==> config.mk <==
export PLATFORM = sky130hd
export DESIGN_NAME = shift_engine_top
export DESIGN_NICKNAME = d
export VERILOG_FILES = /design/src/shift_engine_pkg.sv /design/src/shifter_universal.sv /design/src/shift_channel.sv /design/src/word_buffer_arb.sv /design/src/apb_shift_regs.sv /design/src/shift_engine_top.sv
export VERILOG_INCLUDE_DIRS = /design/src
export SDC_FILE = /design/constraint.sdc
export NUM_CORES = 1
export LEC_CHECK = 0
export BUFFER_PORTS_ARGS = -buffer_cell sky130_fd_sc_hd__buf_2
export CORE_UTILIZATION = 51
export CTS_BUF_LIST = sky130_fd_sc_hd__clkbuf_16
export DETAILED_ROUTE_END_ITERATION = 16
export PLACE_DENSITY = 0.68
export SLEW_MARGIN = 25
export SYNTH_ARGS = -nofsm -noshare
export SYNTH_HDL_FRONTEND = slang
export SYNTH_SLANG_ARGS = --single-unit
==> constraint.sdc <==
create_clock -name clk -period 7.2 [get_ports clk]
set_clock_uncertainty 0.15 [all_clocks]
set_input_delay 0.36 -clock clk [delete_from_list [all_inputs] [get_ports clk]]
set_output_delay 0.36 -clock clk [all_outputs]
set_load 0.02 [all_outputs]
==> src/shift_engine_defines.svh <==
// Sizes and APB register map for the shift coprocessor, included by the RTL and the testbench
`ifndef SHIFT_ENGINE_DEFINES_SVH
`define SHIFT_ENGINE_DEFINES_SVH

// Datapath sizes
`define SE_DATA_W     16      // One buffer word
`define SE_ADDR_W     4       // 16 words in the buffer
`define SE_CNT_W      5       // Holds 0 to 16

// APB byte addresses
`define SE_REG_CTRL0  8'h00   // Channel 0 command
`define SE_REG_CTRL1  8'h04   // Channel 1 command
`define SE_REG_STATUS 8'h08   // Busy bits and ones counts
`define SE_BUF_BASE   8'h40   // Buffer window, 0x40 to 0x7C

`endif

==> src/shift_engine_pkg.sv <==
// Shared enums of the shift coprocessor, imported by the RTL and the testbench
package shift_engine_pkg;

    // Shifter select, same encoding as the shift register control pins
    typedef enum logic [1:0] {
        SEL_HOLD  = 2'b00,
        SEL_RIGHT = 2'b01,
        SEL_LEFT  = 2'b10,
        SEL_LOAD  = 2'b11
    } shift_sel_e;

    // Command opcode in CTRL[1:0]
    typedef enum logic [1:0] {
        OP_SHL = 2'b00,  // Shift left, fill enters at bit 0
        OP_SHR = 2'b01,  // Shift right, fill enters at MSB
        OP_ROL = 2'b10,
        OP_ROR = 2'b11
    } shift_op_e;

    // Channel sequencer
    typedef enum logic [2:0] {
        ST_IDLE,
        ST_FETCH,   // Read request out to the buffer
        ST_LOAD,    // Read data valid, load shifter
        ST_SHIFT,   // One bit per cycle, then one drain cycle
        ST_STORE    // Write request back to the buffer
    } chan_state_e;

endpackage

==> src/shifter_universal.sv <==
// Universal shift register with hold, right, left and load; used by each shift channel
`timescale 1ns/1ps
`include "shift_engine_defines.svh"

module shifter_universal #(
    parameter int WIDTH = `SE_DATA_W
) (
    input  logic                         clk,
    input  logic                         i_reset,
    input  shift_engine_pkg::shift_sel_e i_select,    // Hold, right, left, load
    input  logic [WIDTH-1:0]             i_pdata,     // Parallel load value
    input  logic                         i_sdata_lt,  // Enters bit 0 on a left shift
    input  logic                         i_sdata_rt,  // Enters MSB on a right shift
    output logic [WIDTH-1:0]             o_pdata,
    output logic                         o_sdata_lt,  // MSB that left on the last left shift
    output logic                         o_sdata_rt   // LSB that left on the last right shift
);
    import shift_engine_pkg::*;

    logic [WIDTH-1:0] pdata_nxt;
    logic             sdata_lt_nxt;
    logic             sdata_rt_nxt;

    always_comb begin
        pdata_nxt    = o_pdata;   // Hold by default
        sdata_lt_nxt = 1'b0;      // Nothing leaves unless shifting
        sdata_rt_nxt = 1'b0;
        case (i_select)
            SEL_RIGHT: begin
                pdata_nxt    = {i_sdata_rt, o_pdata[WIDTH-1:1]};
                sdata_rt_nxt = o_pdata[0];
            end
            SEL_LEFT: begin
                pdata_nxt    = {o_pdata[WIDTH-2:0], i_sdata_lt};
                sdata_lt_nxt = o_pdata[WIDTH-1];
            end
            SEL_LOAD: pdata_nxt = i_pdata;
            default:  pdata_nxt = o_pdata;
        endcase
    end

    always_ff @(posedge clk) begin
        if (i_reset) begin
            o_pdata    <= '0;
            o_sdata_lt <= 1'b0;
            o_sdata_rt <= 1'b0;
        end else begin
            o_pdata    <= pdata_nxt;
            o_sdata_lt <= sdata_lt_nxt;   // Serial out lags the shift by one cycle
            o_sdata_rt <= sdata_rt_nxt;
        end
    end

    // Select driven from a live FSM once out of reset
    a_select_known: assert property (@(posedge clk) disable iff (i_reset)
        !$isunknown(i_select));

endmodule

==> src/shift_channel.sv <==
// Per-channel sequencer that fetches a word, shifts or rotates it and stores it back
`timescale 1ns/1ps
`include "shift_engine_defines.svh"

module shift_channel (
    input  logic                        clk,
    input  logic                        i_reset,
    input  logic                        i_start,     // One-cycle pulse from the APB slave
    input  shift_engine_pkg::shift_op_e i_op,
    input  logic                        i_fill,
    input  logic [`SE_CNT_W-1:0]        i_count,
    input  logic [`SE_ADDR_W-1:0]       i_addr,
    output logic                        o_busy,
    output logic [`SE_CNT_W-1:0]        o_ones,      // Ones shifted out so far
    output logic                        o_buf_req,
    output logic                        o_buf_we,
    output logic [`SE_ADDR_W-1:0]       o_buf_addr,
    output logic [`SE_DATA_W-1:0]       o_buf_wdata,
    input  logic                        i_buf_gnt,
    input  logic [`SE_DATA_W-1:0]       i_buf_rdata  // Valid the cycle after a read grant
);
    import shift_engine_pkg::*;

    chan_state_e            state_q;
    shift_op_e              op_q;
    logic                   fill_q;
    logic [`SE_CNT_W-1:0]   left_q;     // Shifts still to do
    logic [`SE_ADDR_W-1:0]  addr_q;
    shift_sel_e             sel;
    logic [`SE_DATA_W-1:0]  sh_data;
    logic                   sh_out_lt;
    logic                   sh_out_rt;
    logic                   sin_lt;
    logic                   sin_rt;

    // Sequencer
    always_ff @(posedge clk) begin
        if (i_reset) begin
            state_q <= ST_IDLE;
            o_ones  <= '0;
        end else begin
            case (state_q)
                ST_IDLE: begin
                    if (i_start) begin
                        state_q <= ST_FETCH;
                        o_ones  <= '0;    // Fresh count per command
                    end
                end
                ST_FETCH: begin
                    if (i_buf_gnt) begin
                        state_q <= ST_LOAD;
                    end
                end
                ST_LOAD:  state_q <= ST_SHIFT;
                ST_SHIFT: begin
                    // Serial out holds the bit from the previous cycle's shift
                    o_ones <= o_ones + {{(`SE_CNT_W-1){1'b0}}, sh_out_lt | sh_out_rt};
                    if (left_q == '0) begin
                        state_q <= ST_STORE;  // This was the drain cycle
                    end
                end
                ST_STORE: begin
                    if (i_buf_gnt) begin
                        state_q <= ST_IDLE;
                    end
                end
                default: state_q <= ST_IDLE;
            endcase
        end
    end

    // Command fields and shift counter
    always_ff @(posedge clk) begin
        if (state_q == ST_IDLE && i_start) begin
            op_q   <= i_op;
            fill_q <= i_fill;
            left_q <= i_count;
            addr_q <= i_addr;
        end else if (state_q == ST_SHIFT && left_q != '0) begin
            left_q <= left_q - 1'b1;
        end
    end

    // Shifter control
    always_comb begin
        sel = SEL_HOLD;
        if (state_q == ST_LOAD) begin
            sel = SEL_LOAD;
        end else if (state_q == ST_SHIFT && left_q != '0) begin
            if (op_q == OP_SHL || op_q == OP_ROL) begin
                sel = SEL_LEFT;
            end else begin
                sel = SEL_RIGHT;
            end
        end
    end

    // Rotates recirculate the outgoing end bit to the opposite side
    assign sin_lt = (op_q == OP_ROL) ? sh_data[`SE_DATA_W-1] : fill_q;
    assign sin_rt = (op_q == OP_ROR) ? sh_data[0] : fill_q;

    shifter_universal #(
        .WIDTH      (`SE_DATA_W)
    ) u_shifter (
        .clk        (clk),
        .i_reset    (i_reset),
        .i_select   (sel),
        .i_pdata    (i_buf_rdata),
        .i_sdata_lt (sin_lt),
        .i_sdata_rt (sin_rt),
        .o_pdata    (sh_data),
        .o_sdata_lt (sh_out_lt),
        .o_sdata_rt (sh_out_rt)
    );

    assign o_busy      = (state_q != ST_IDLE);
    assign o_buf_req   = (state_q == ST_FETCH) || (state_q == ST_STORE);
    assign o_buf_we    = (state_q == ST_STORE);
    assign o_buf_addr  = addr_q;
    assign o_buf_wdata = sh_data;   // Result straight from the shifter

    // Request and address stay put until the buffer grants
    a_req_held: assert property (@(posedge clk) disable iff (i_reset)
        (o_buf_req && !i_buf_gnt) |=> (o_buf_req && $stable(o_buf_addr)));

endmodule

==> src/word_buffer_arb.sv <==
// 16-word buffer RAM shared by channel 0, channel 1 and APB through a round-robin arbiter
`timescale 1ns/1ps
`include "shift_engine_defines.svh"

module word_buffer_arb (
    input  logic                  clk,
    input  logic                  i_reset,
    input  logic [2:0]            i_req,        // 0 and 1 are channels, 2 is APB
    input  logic [2:0]            i_we,
    input  logic [`SE_ADDR_W-1:0] i_addr [3],
    input  logic [`SE_DATA_W-1:0] i_wdata [3],
    output logic [2:0]            o_gnt,        // Same cycle as the request
    output logic [`SE_DATA_W-1:0] o_rdata       // Shared read data valid the cycle after grant
);
    logic [`SE_DATA_W-1:0] mem [1 << `SE_ADDR_W];
    logic [1:0]            last_q;   // Last client granted gets lowest priority next
    logic [1:0]            win;

    // Scan from last+3 down to last+1 so the nearest requester wins
    always_comb begin
        int idx;
        o_gnt = 3'b000;
        win   = last_q;
        for (int k = 3; k >= 1; k--) begin
            idx = (int'(last_q) + k) % 3;
            if (i_req[idx]) begin
                o_gnt      = 3'b000;
                o_gnt[idx] = 1'b1;
                win        = idx[1:0];
            end
        end
    end

    always_ff @(posedge clk) begin
        if (i_reset) begin
            last_q <= 2'd2;   // Channel 0 first after reset
        end else if (|o_gnt) begin
            last_q <= win;
        end
    end

    // Single port used by the winner only
    always_ff @(posedge clk) begin
        if (|o_gnt) begin
            if (i_we[win]) begin
                mem[i_addr[win]] <= i_wdata[win];
            end
            o_rdata <= mem[i_addr[win]];   // Stale on a write and ignored
        end
    end

    // Round robin passes the grant on whenever another client waits
    a_gnt_rr: assert property (@(posedge clk) disable iff (i_reset)
        ((o_gnt & $past(o_gnt)) != 3'b000) |-> ((i_req & ~o_gnt) == 3'b000));

endmodule

==> src/apb_shift_regs.sv <==
// APB slave of the shift coprocessor: command registers, STATUS and the buffer window
`timescale 1ns/1ps
`include "shift_engine_defines.svh"

module apb_shift_regs (
    input  logic                        clk,
    input  logic                        i_reset,
    input  logic                        i_psel,
    input  logic                        i_penable,
    input  logic                        i_pwrite,
    input  logic [7:0]                  i_paddr,
    input  logic [31:0]                 i_pwdata,
    output logic [31:0]                 o_prdata,
    output logic                        o_pready,
    output logic                        o_pslverr,
    output logic [1:0]                  o_start,   // Registered, fields valid alongside
    output shift_engine_pkg::shift_op_e o_op0,
    output logic                        o_fill0,
    output logic [`SE_CNT_W-1:0]        o_count0,
    output logic [`SE_ADDR_W-1:0]       o_addr0,
    output shift_engine_pkg::shift_op_e o_op1,
    output logic                        o_fill1,
    output logic [`SE_CNT_W-1:0]        o_count1,
    output logic [`SE_ADDR_W-1:0]       o_addr1,
    input  logic [1:0]                  i_busy,
    input  logic [`SE_CNT_W-1:0]        i_ones0,
    input  logic [`SE_CNT_W-1:0]        i_ones1,
    output logic                        o_buf_req,
    output logic                        o_buf_we,
    output logic [`SE_ADDR_W-1:0]       o_buf_addr,
    output logic [`SE_DATA_W-1:0]       o_buf_wdata,
    input  logic                        i_buf_gnt,
    input  logic [`SE_DATA_W-1:0]       i_buf_rdata
);
    import shift_engine_pkg::*;

    logic                  access;     // APB access phase
    logic                  is_buf;
    logic [1:0]            ctrl_hit;
    logic [1:0]            busy_eff;   // Channel busy or start in flight
    logic [1:0]            wr_ok;
    logic                  rd_q;       // Buffer read data arrives this cycle
    shift_op_e             op_q    [2];
    logic                  fill_q  [2];
    logic [`SE_CNT_W-1:0]  count_q [2];
    logic [`SE_ADDR_W-1:0] addr_q  [2];

    assign access   = i_psel & i_penable;
    assign is_buf   = (i_paddr & 8'hC0) == `SE_BUF_BASE;
    assign ctrl_hit = {i_paddr == `SE_REG_CTRL1, i_paddr == `SE_REG_CTRL0};
    assign busy_eff = i_busy | o_start;
    assign wr_ok    = {2{access & i_pwrite}} & ctrl_hit & ~busy_eff;

    // Buffer window, request held until grant, dropped while read data returns
    assign o_buf_req   = access & is_buf & ~rd_q;
    assign o_buf_we    = i_pwrite;
    assign o_buf_addr  = i_paddr[`SE_ADDR_W+1:2];
    assign o_buf_wdata = i_pwdata[`SE_DATA_W-1:0];

    // Registers answer at once, buffer after arbitration
    assign o_pready  = access & (is_buf ? (i_pwrite ? i_buf_gnt : rd_q) : 1'b1);
    assign o_pslverr = access & i_pwrite & |(ctrl_hit & busy_eff);

    always_comb begin
        o_prdata = '0;
        if (is_buf) begin
            o_prdata[`SE_DATA_W-1:0] = i_buf_rdata;
        end else if (i_paddr == `SE_REG_STATUS) begin
            o_prdata[1:0]             = i_busy;
            o_prdata[8 +: `SE_CNT_W]  = i_ones0;
            o_prdata[16 +: `SE_CNT_W] = i_ones1;
        end
        for (int n = 0; n < 2; n++) begin
            if (ctrl_hit[n]) begin   // CTRL readback, same layout as write
                o_prdata[1:0]              = op_q[n];
                o_prdata[2]                = fill_q[n];
                o_prdata[4 +: `SE_CNT_W]   = count_q[n];
                o_prdata[12 +: `SE_ADDR_W] = addr_q[n];
            end
        end
    end

    always_ff @(posedge clk) begin
        if (i_reset) begin
            o_start <= 2'b00;
            rd_q    <= 1'b0;
        end else begin
            o_start <= wr_ok;
            rd_q    <= o_buf_req & i_buf_gnt & ~i_pwrite;
        end
    end

    // Command fields, written only when accepted
    always_ff @(posedge clk) begin
        for (int n = 0; n < 2; n++) begin
            if (wr_ok[n]) begin
                op_q[n]    <= shift_op_e'(i_pwdata[1:0]);
                fill_q[n]  <= i_pwdata[2];
                count_q[n] <= i_pwdata[4 +: `SE_CNT_W];
                addr_q[n]  <= i_pwdata[12 +: `SE_ADDR_W];
            end
        end
    end

    assign o_op0    = op_q[0];
    assign o_fill0  = fill_q[0];
    assign o_count0 = count_q[0];
    assign o_addr0  = addr_q[0];
    assign o_op1    = op_q[1];
    assign o_fill1  = fill_q[1];
    assign o_count1 = count_q[1];
    assign o_addr1  = addr_q[1];

    a_penable_psel: assert property (@(posedge clk) disable iff (i_reset)
        i_penable |-> i_psel);

endmodule

==> src/shift_engine_top.sv <==
// Top of the shift coprocessor: APB slave, two shift channels and the shared buffer
`timescale 1ns/1ps
`include "shift_engine_defines.svh"

module shift_engine_top (
    input  logic        clk,
    input  logic        i_reset,
    input  logic        i_psel,
    input  logic        i_penable,
    input  logic        i_pwrite,
    input  logic [7:0]  i_paddr,
    input  logic [31:0] i_pwdata,
    output logic [31:0] o_prdata,
    output logic        o_pready,
    output logic        o_pslverr
);
    import shift_engine_pkg::*;

    // Buffer clients, index 2 is APB
    logic [2:0]            buf_req;
    logic [2:0]            buf_we;
    logic [2:0]            buf_gnt;
    logic [`SE_ADDR_W-1:0] buf_addr  [3];
    logic [`SE_DATA_W-1:0] buf_wdata [3];
    logic [`SE_DATA_W-1:0] buf_rdata;

    // Per-channel command and status
    logic [1:0]            start;
    logic [1:0]            busy;
    shift_op_e             op    [2];
    logic                  fill  [2];
    logic [`SE_CNT_W-1:0]  count [2];
    logic [`SE_ADDR_W-1:0] addr  [2];
    logic [`SE_CNT_W-1:0]  ones  [2];

    apb_shift_regs u_regs (
        .clk         (clk),
        .i_reset     (i_reset),
        .i_psel      (i_psel),
        .i_penable   (i_penable),
        .i_pwrite    (i_pwrite),
        .i_paddr     (i_paddr),
        .i_pwdata    (i_pwdata),
        .o_prdata    (o_prdata),
        .o_pready    (o_pready),
        .o_pslverr   (o_pslverr),
        .o_start     (start),
        .o_op0       (op[0]),
        .o_fill0     (fill[0]),
        .o_count0    (count[0]),
        .o_addr0     (addr[0]),
        .o_op1       (op[1]),
        .o_fill1     (fill[1]),
        .o_count1    (count[1]),
        .o_addr1     (addr[1]),
        .i_busy      (busy),
        .i_ones0     (ones[0]),
        .i_ones1     (ones[1]),
        .o_buf_req   (buf_req[2]),
        .o_buf_we    (buf_we[2]),
        .o_buf_addr  (buf_addr[2]),
        .o_buf_wdata (buf_wdata[2]),
        .i_buf_gnt   (buf_gnt[2]),
        .i_buf_rdata (buf_rdata)
    );

    shift_channel u_chan0 (
        .clk         (clk),
        .i_reset     (i_reset),
        .i_start     (start[0]),
        .i_op        (op[0]),
        .i_fill      (fill[0]),
        .i_count     (count[0]),
        .i_addr      (addr[0]),
        .o_busy      (busy[0]),
        .o_ones      (ones[0]),
        .o_buf_req   (buf_req[0]),
        .o_buf_we    (buf_we[0]),
        .o_buf_addr  (buf_addr[0]),
        .o_buf_wdata (buf_wdata[0]),
        .i_buf_gnt   (buf_gnt[0]),
        .i_buf_rdata (buf_rdata)
    );

    shift_channel u_chan1 (
        .clk         (clk),
        .i_reset     (i_reset),
        .i_start     (start[1]),
        .i_op        (op[1]),
        .i_fill      (fill[1]),
        .i_count     (count[1]),
        .i_addr      (addr[1]),
        .o_busy      (busy[1]),
        .o_ones      (ones[1]),
        .o_buf_req   (buf_req[1]),
        .o_buf_we    (buf_we[1]),
        .o_buf_addr  (buf_addr[1]),
        .o_buf_wdata (buf_wdata[1]),
        .i_buf_gnt   (buf_gnt[1]),
        .i_buf_rdata (buf_rdata)
    );

    word_buffer_arb u_buf (
        .clk     (clk),
        .i_reset (i_reset),
        .i_req   (buf_req),
        .i_we    (buf_we),
        .i_addr  (buf_addr),
        .i_wdata (buf_wdata),
        .o_gnt   (buf_gnt),
        .o_rdata (buf_rdata)
    );

endmodule

# Word level (Yosys, flattened, before mapping)
# Memory sizes are Yosys's and may differ from the RTL's. A register that Yosys moved wholly into a read port is not among the register bits.
# Index checks and enable logic that the tools add are counted.
# W data, S select, Z words.
[op_classes]
add_sub_neg = 7
div = 3
n_lt_le_gt_ge = 8
n_eq_ne = 29
muxes = 94
n_bitwise = 22
reduce_logical = 42
[ops]
columns = ["op", "count"]
rows = [
  ["$ge A32 B1 Y1 const B", 3],
  ["$lt A32 B4 Y1 const B", 3],
  ["$mod A32 B3 Y32 const B", 3],
  ["$pmux W16 S3", 2],
  ["$mux W5", 13],
  ["$mux W3", 14],
  ["$bmux W16 S2", 1],
  ["$mux W1", 32],
  ["$mux W16", 2],
  ["$pmux W3 S5", 2],
  ["$mux W2", 12],
  ["$mux W4", 5],
  ["$pmux W5 S2", 2],
  ["$eq A2 B2 Y1 const B", 8],
  ["$eq A3 B2 Y1 const B", 4],
  ["$ne A2 B2 Y1 const B", 6],
  ["$reduce_bool A3 Y1", 4],
  ["$reduce_or A2 Y1", 6],
  ["$add A5 B1 Y5", 2],
  ["$logic_not A5 Y1", 2],
  ["$reduce_bool A5 Y1", 2],
  ["$sub A5 B1 Y5 const B", 2],
  ["$and A1 B1 Y1", 8],
  ["$bmux W1 S2", 4],
  ["other kinds (31)", 63],
]
[totals]
ff_bits = 81
ram_bits = 280
inputBits = 45
out_inout_bits = 34
word_cells = 231
mem_count = 5
[memory_table]
columns = ["memory", "depth", "word_bits", "rd", "rd_clocked_by_memory_dff", "write_ports", "line_no", "rtl"]
rows = [
  ["u_buf.mem", 16, 16, 1, 1, 1, "word_buffer_arb.sv:15", "logic [`SE_DATA_W-1:0] mem [1 << `SE_ADDR_W];"],
  ["u_regs.count_q", 2, 5, 2, 0, 1, "apb_shift_regs.sv:45", "logic [`SE_CNT_W-1:0] count_q [2];"],
  ["u_regs.addr_q", 2, 4, 2, 0, 1, "apb_shift_regs.sv:46", "logic [`SE_ADDR_W-1:0] addr_q [2];"],
  ["u_regs.op_q", 2, 2, 2, 0, 1, "apb_shift_regs.sv:43", "shift_op_e op_q [2];"],
  ["u_regs.fill_q", 2, 1, 2, 0, 1, "apb_shift_regs.sv:44", "logic fill_q [2];"],
]

# Depth between registers and ports, before layout
# Gate-level depths: netlist of the first run.
[logic_depth]
depth_word = 14
mapped_depth = 16
ltp_nobuf = 11

# Modules after synthesis
# Synthesis of the first run repeated with hierarchy kept, for this count alone.
[hier_totals]
cells_unflattened = 1316
hier_area_um2 = 17356.6
[by_module_without_submodules]
columns = ["module", "instances", "cells_per_inst", "area_per_inst_um2", "seq_area_each_um2"]
rows = [
  ["word_buffer_arb", 1, 820, 11926.4, 8207.9],
  ["shift_channel", 2, 97, 1032.2, 520.5],
  ["shifter_universal", 2, 79, 878.3, 360.3],
  ["apb_shift_regs", 1, 144, 1609.0, 780.7],
]

# Least setup slack after synthesis of the first run
# OpenSTA, ideal clock, no wires.
[synth_timing]
path_kind = "reg-to-reg"
from = "reg u_buf.last_q[0]"
to = "mem u_buf.mem[11][0] (netlist bit), enable pin"
setup_time_ns = 0.388
t_arrival_ns = 3.711
required_time_ns = 6.662
path_slack_ns = 2.950
stages_incl_launch_ff = 14
n_path_buf = 3
period_less_slack_ns = 4.250
path_cell_list = "dfxtp_1 inv_1 ha_1 inv_2 or4_1 o311a_1 buf_6 a32oi_4 mux2_2 buf_6 nand2_4 clkbuf_1 nand3_1 nor2_1"
[synth_between]
elab_chain_cells = 13
word_cells_on_any_way = 46
cone_classes = "add/sub: 3; div: 3; order compare: 6; mux: 29; bitwise: 1; reduce/logical: 4"
[synth_lines]
columns = ["item", "line_no", "rtl"]
rows = [
  ["from (decl)", "word_buffer_arb.sv:16", "logic [1:0] last_q;"],
  ["from (signal assigned)", "word_buffer_arb.sv:38", "last_q <= win;"],
  ["branches (longest 13 deep; another with $mod A32 B3 Y32)", "n/a", ""],
  ["to (decl)", "word_buffer_arb.sv:15", ""],
]
# Several ways; the timed one is not identified. The select of a mux whose other input is x is not followed.

# Worst setup path in the final report of the first run
[layout_timing]
from = "reg u_buf.last_q[0]"
to = "reg u_buf.o_rdata[9] (read register of u_buf.mem) (data pin)"
[layout_between]
elab_chain_cells = 12
word_cells_on_any_way = 41
cone_classes = "add/sub: 3; div: 3; order compare: 6; mux: 24; bitwise: 1; reduce/logical: 4"
[layout_lines]
columns = ["item", "line_no", "rtl"]
rows = [
  ["branches (longest 12 deep; another with $mod A32 B3 Y32)", "n/a", ""],
  ["to (decl)", "word_buffer_arb.sv:13", "output logic [`SE_DATA_W-1:0] o_rdata"],
]
# Several ways; the timed one is not identified. The select of a mux whose other input is x is not followed.
# A chain may end at the register's enable or synchronous reset.

==> summary.md, run 1 <==
| Metric | Value |
|---|---|
| Clock sinks | `377` |
| CP Class | `reg2reg` |
| Register bit total from synthesis | `377` |
| Non-filler instance count after layout | `1794` |
| Ranking of synthesized cells by area | `edfxtp_1 58%, dfxtp_1 6.9%, mux2i_1 2.8%` |
| Max_slew headroom | `0.3361` |
| DRT antenna net count | `0` |
| Syn. warnings | `0` |
| FF-to-FF Start | `u_buf.last_q[0]` |
| CP max stage cell | `and2_4` |
| Gpl congestion | `0.8555` |
| Vias in the first global route | `10660` |
| Worst-Skew Late Latency | `530 ps` |
| CTS tree | `built` |
| CP Max Fanout | `74` |
| Crit path capture type | `flop` |
| Synth area leader | `edfxtp_1` |
| Largest net degree at the start of global routing | `75` |
| Hold Path Sink | `u_regs.o_start[0]` |
| Core area | `31720 um2` |
| Cells after Synth | `1316` |
| Post-CTS Resized | `0` |
| Slew @ Worst Pin | `992.2 ps` |
| Row count | `65` |
| Crit-path leading delay family | `compound AO/OA/AOI/OAI gates` |
| Final nets | `1423` |
| Clock slew at reported path FFs | `60 ps` |
| Synthesized area per cell | `12.55 um2` |
| Area Overhead vs Synth | `11.55%` |
| Top cells by count, synth | `320 x edfxtp_1, 116 x nand2_1, 89 x a21oi_1, 78 x nor2_1, 69 x o21ai_0` |
| Gr usage total | `0.2491` |
| Initial antenna violation count | `0` |
| Fin. Hold Viols | `0` |
| Worst hold path class | `in2reg` |
| Setup TNS Final | `0 ps` |
| Setup Fix Bufs, Post-CTS | `0` |
| VDD IR max | `0.1806 mV` |
| Drt wl/cell | `22.97 um` |
| DRT Wirelength | `41200 um` |
| Remaining DRCs | `0` |
| Router iterations before antenna repair | `5` |
| Netlist cell types | `70` |
| Hpwl dp | `25610 um` |
| Leak Pwr | `6.566 nW` |
| Power per cell area | `249.8 nW/um2` |
| Inst Count DP | `1714` |
| Minimum clock period | `5160 ps` |
| CTS max path bufs | `3` |
| Max Freq | `193.8 MHz` |
| CP cell instances | `inv_1, ha_1, inv_2, or4_1, o311a_1, a32oi_4, mux2_2, and2_4, buf_4, a311oi_1, a32oi_1, o311ai_1` |
| Hold depth | `3` |
| CP required | `7280 ps` |
| Reg2reg end | `u_buf.o_rdata[9]` |
| Die Y | `182.0 um` |
| Share of the yosys chip area belonging to registers | `0.6509` |
| Worst R2R Path Depth | `12` |
| Total gr overflow | `0` |
| Cts bufs inserted | `39` |
| Critical Path Start Type | `flop` |
| Via density | `6.299` |
| Initial Util | `0.5207` |
| Slowest stage delay, CP | `700 ps` |
| H-tree lvl count | `2` |
| Worst Path Buf+Inv | `3` |
| Hold Crit Start | `i_penable` |
| Total number of vias | `11300` |
| Top cell type's share of synthesized area | `0.5818` |
| Async SR Flop Fraction | `0` |
| DRT iter0 DRCs | `1161` |
| Share of post-route cells with drive strength above 1 | `0.1307` |
| Hold WS | `82.72 ps` |
| Die area | `33110 um2` |
| Outcome | `completed` |
| Synthesized area | `16520 um2` |
| CTS root buffer | `clkbuf_16` |
| Ys flop type | `edfxtp_1` |
| R2R Setup Slk | `2040 ps` |
| Arr. time, crit path | `5240 ps` |
| Tcrit/Tclk final | `0.7166` |
| Num ports | `79` |
| RSZ-0062 raised after global routing | `no` |
| Maxcap violations | `0` |
| Top-count cell post-synth | `edfxtp_1` |
| Fin. max-slew vios | `0` |
| # setup viols final | `0` |
| Hold_buf cts | `13` |
| Port bufs | `51` |
| Die Wd | `182.0 um` |
| Antenna diode count | `0` |
| First-pass GRT wire length | `63090 um` |
| Number of synthesized flops with an enable pin | `320` |
-- routing by layer --
layer	up-vias	wire length, um	GRT usage
li1	5158	-	-
met1	5534	17440	0.3494
met2	525	19260	0.3986
met3	83	3144	0.03450
met4	0	1355	0.08941
met5	-	0	0
-- sequential cells by signal, indices dropped and copies added (netlist names), 4 cells and up --
name and count:
u_buf.o_rdata 16, u_chan1.o_ones 5, u_regs.addr_q 8, u_regs.count_q 10, u_chan0.o_ones 5, u_chan1.o_buf_addr 4, u_chan1.u_shifter.o_pdata 16, u_chan0.left_q 5
u_chan1.left_q 5, u_chan0.o_buf_addr 4, u_regs.op_q 4, u_buf.mem 256, u_chan0.u_shifter.o_pdata 16
-- worst reg2reg max path: cells and delay by family (launching register included) --
| kind | cells | cell delay (ps) |
|---|---|---|
| simple gates | 2 | 1200 |
| flops | 1 | 430 |
| mux | 1 | 290 |
| fa+ha+maj | 1 | 450 |
| compound gates | 5 | 1710 |
| buf+inv | 3 | 650 |
-- per-stage QoR --
step	worst slack [ps]	cell area (um2)	util	total power, W
floorplan	2950	16550	-	0.002661
global placement	1729	17100	0.5391	0.002772
detailed placement	2055	17130	0.5399	0.002780
CTS	2033	18400	0.5802	0.004622
global route	1825	18420	0.5809	0.004732
finish	2040	18420	0.5809	0.004602
-- how the worst max path moves through the flow --
stage	from	to	cells after the start
after floorplan	u_buf.last_q[0]	u_buf.mem[11][0]	13
after global placement	u_buf.last_q[0]	u_buf.o_rdata[9]	12
after detailed placement	u_buf.last_q[0]	u_buf.mem[3][13]	12
after CTS	u_buf.last_q[0]	u_buf.mem[3][0]	12
after global routing	u_buf.last_q[0]	u_buf.mem[11][12]	12
final	u_buf.last_q[0]	u_buf.o_rdata[9]	12
-- cell type report --
| class | count | area (um2) |
|---|---|---|
| Fill cell | 2554 | 13290 |
| Tap cell | 402 | 503.0 |
| Sequential cell | 377 | 10750 |
| Clock buffer | 39 | 975.9 |
| Multi-Input combinational cell | 823 | 5241 |
| Timing Repair Buffer | 107 | 715.7 |
| Inverter | 18 | 67.56 |
| Clock inverter | 28 | 170.2 |
-- report_power, final --
group	switching, W	internal (W)	total, W
Combinational	0.000243	0.000109	0.000352
Sequential	0.00000484	0.00239	0.00239
Clock	0.000808	0.00105	0.00186
Total	0.00106	0.00355	0.00460
-- layout by cell type, fill, tap and decap left out, drive strengths merged, types with 12 or more instances in the layout --
cell type and instances:
a21oi 89, clkinv 17, inv 27, and3 49, edfxtp 320, a21o 16
a32oi 19, nand2 117, o21ai 70, clkbuf 39, a311oi 20, a221o 17
ha 12, dlygate4sd3 13, a211o 32, a22oi 60, dfxtp 57, o311ai 16
nand3 67, buf 94, mux2i 48, nor2 79
-- kinds of logic (layout without fill, tap and decap cells) --
family	after synthesis	in the layout	synth area share
compound gates	368	368	0.1553
buf+inv	126	192	0.03924
other cells	1	11	0.0002271
simple gates	373	373	0.1089
fa+ha+maj	12	12	0.009091
flops	377	377	0.6509
mux	50	50	0.03068
xor+xnor	9	9	0.005682
Power figures use the tool's default switching activity.
==> run 2: changes to the inputs <==
==> constraint.sdc (replaced) <==
create_clock -name clk -period 5.3 [get_ports clk]
set_clock_uncertainty 0.15 [all_clocks]
set_input_delay 0.265 -clock clk [delete_from_list [all_inputs] [get_ports clk]]
set_output_delay 0.265 -clock clk [all_outputs]
set_load 0.02 [all_outputs]
==> summary.md, run 2 (synthesis results as in run 1) <==
| Metric | Value |
|---|---|
| DRT Wirelength | `39910 um (-3.1%)` |
| Worst hold path class | `in2reg` |
| Slew @ Worst Pin | `1007 ps (+15.04 ps)` |
| CTS tree | `built` |
| Remaining DRCs | `0 (unchanged)` |
| CP Max Fanout | `16 (-78%)` |
| Minimum clock period | `4678 ps (-481.8 ps)` |
| Final instance area | `18630 um2 (+1.1%)` |
| CP Class | `reg2reg` |
| Critical Path Start Type | `flop` |
| Fin. max-slew vios | `0 (unchanged)` |
| Via density | `6.247 (-0.82%)` |
| Area Overhead vs Synth | `12.81%` |
| CTS max path bufs | `3 (unchanged)` |
| Max Freq | `213.8 MHz (+10%)` |
| Leak Pwr | `6.677 nW (+1.7%)` |
| Router iterations before antenna repair | `5 (unchanged)` |
| Port bufs | `51 (unchanged)` |
| Antenna diode count | `0 (unchanged)` |
| Clock power share | `0.410 (+0.006)` |
| CTS root buffer | `clkbuf_16` |
| Switching Power | `0.001455 W (+38%)` |
| First-pass GRT wire length | `61920 um (-1.9%)` |
| Tcrit/Tclk final | `0.8826 (+0.1660)` |
| Slowest stage delay, CP | `870 ps (+170 ps)` |
| Design Power | `0.006313 W (+37%)` |
| Sequential share of power | `0.515 (-0.005)` |
| Power per cell area | `338.9 nW/um2 (+36%)` |
| CP max stage cell | `nor2_2` |
| CP required | `5300 ps (-1980 ps)` |
| Drt wl/cell | `22.04 um (-4.0%)` |
| Die Y | `182.0 um (unchanged)` |
| Crit path capture type | `flop` |
| Area after DPL | `17260 um2 (+0.77%)` |
| Setup TNS Final | `0 ps (unchanged)` |
| Switching Share | `0.2305 (+0.0009909)` |
| Gpl congestion | `0.8944 (+4.5%)` |
| Num ports | `79 (unchanged)` |
| Initial antenna violation count | `0 (unchanged)` |
| Arr. time, crit path | `4680 ps (-560 ps)` |
| Commonest non-fill, non-tap cell in the layout | `edfxtp_1` |
| DRT antenna net count | `0 (unchanged)` |
| Total gr overflow | `0 (unchanged)` |
| Total number of vias | `11310 (+0.12%)` |
| Inst Count DP | `1725 (+0.64%)` |
| H-tree lvl count | `2 (unchanged)` |
| Die Wd | `182.0 um (unchanged)` |
| Setup Fix Bufs, Post-CTS | `0 (unchanged)` |
| Hpwl dp | `25260 um (-1.4%)` |
| Post-CTS Resized | `0 (unchanged)` |
| Commonest non-fill, non-tap cells in the layout | `320 x edfxtp_1, 115 x nand2_1, 89 x a21oi_1` |
| Cts bufs inserted | `40 (+2.6%)` |
| DRT iter0 DRCs | `1335 (+15%)` |
| Hold WS | `37.47 ps (-45.25 ps)` |
| Largest net degree at the start of global routing | `90 (+20%)` |
| RSZ-0062 raised after global routing | `no` |
| Worst-Skew Late Latency | `550 ps (+20 ps)` |
| Outcome | `completed` |
| Clock sinks | `377 (unchanged)` |
| Fin. Hold Viols | `0 (unchanged)` |
| Maxcap violations | `0 (unchanged)` |
| # setup viols final | `0 (unchanged)` |
| Initial Util | `0.5207 (unchanged)` |
| Core area | `31720 um2 (unchanged)` |
| Row count | `65 (unchanged)` |
| Pint | `0.004858 W (+37%)` |
| Gr usage total | `0.2419 (-0.007268)` |
| Max reg flops | `256 (unchanged)` |
| Max_slew headroom | `0.3278 (-0.008306)` |
| VDD IR max | `0.3207 mV (+78%)` |
| Combinational power share | `0.075 (about the same)` |
| Share of post-route cells with drive strength above 1 | `0.1405 (+0.009778)` |
| Non-filler instance count after layout | `1811 (+0.95%)` |
| Vias in the first global route | `10930 (+2.6%)` |
| Die area | `33110 um2 (unchanged)` |
| Final nets | `1436 (+0.91%)` |
| Clock slew at reported path FFs | `60 ps (about the same)` |
| CP cell instances | `inv_1, ha_1, inv_2, or4_1, o311a_1, a32oi_4, mux2i_1, o21ai_0, nand2_1, nor2_2` |
run 2: cell types whose count changed in the layout (fill, tap and decap cells not counted), moves of 2 or more:
cell / before / now
buf_4: 42 / 50
buf_12: 0 / 3
clkbuf_16: 39 / 41
clkinv_1: 11 / 13
nor2_1: 61 / 59
nor2_2: 15 / 17
run 2: layer usage:
layer  share of wire  vias to the layer above  track usage
met5               0                        -            0
met4           0.024                        0      0.07966
met3           0.066                       83      0.03008
met2            0.48                      472       0.3986
met1            0.43                     5573       0.3342
li1                -                     5185            -
run 2: power by group through the flow:
| stage | Combinational [W] | Sequential [W] | Clock (W) |
|---|---|---|---|
| global route | 0.000511 | 0.00325 | 0.00275 |
| CTS | 0.000471 | 0.00325 | 0.00263 |
| finish | 0.000473 | 0.00325 | 0.00259 |
| global placement | 0.000447 | 0.00331 | 0 |
| detailed placement | 0.000460 | 0.00331 | 0 |
| floorplan | 0.000305 | 0.00331 | 0 |
run 2: repair_timing:
item / in CTS / in global routing
hold endpoints to repair: 26 / 0
endpoints found under the setup margin: 0 / 0
hold buffers: 14 / 0
run 2: cell type report:
cell class	instances	area, um2
Multi-Input combinational cell	823	5233
Timing Repair Buffer	119	858.3
Tap cell	402	503.0
Clock inverter	31	193.9
Inverter	18	67.56
Clock buffer	41	1026
Fill cell	2508	13090
Sequential cell	377	10750
run 2: worst paths after layout:
path                            slack [ps]                 from  cells after the start                     to
worst max-delay path                   620      u_buf.last_q[0]                     10       u_buf.mem[12][0]
worst max register to register         620      u_buf.last_q[0]                     10       u_buf.mem[12][0]
worst min register to register         300  u_regs.addr_q[0][1]                      0  u_chan0.o_buf_addr[1]
worst min-delay path                    40               i_psel                      3      u_regs.o_start[0]
run 2: worst max-delay path: cells and delay by family (launching register included):
family	cells	cell delay [ps]
buf+inv	2	190
fa+ha+maj	1	440
mux	1	170
simple gates	3	1710
flops	1	410
compound gates	3	1220
run 2: stage by stage:
stage,utilization,setup WS (ps)
floorplan,-,1050
global placement,0.5429,692.3
detailed placement,0.5441,599.3
CTS,0.5869,584.0
global route,0.5874,366.1
finish,0.5874,622.3
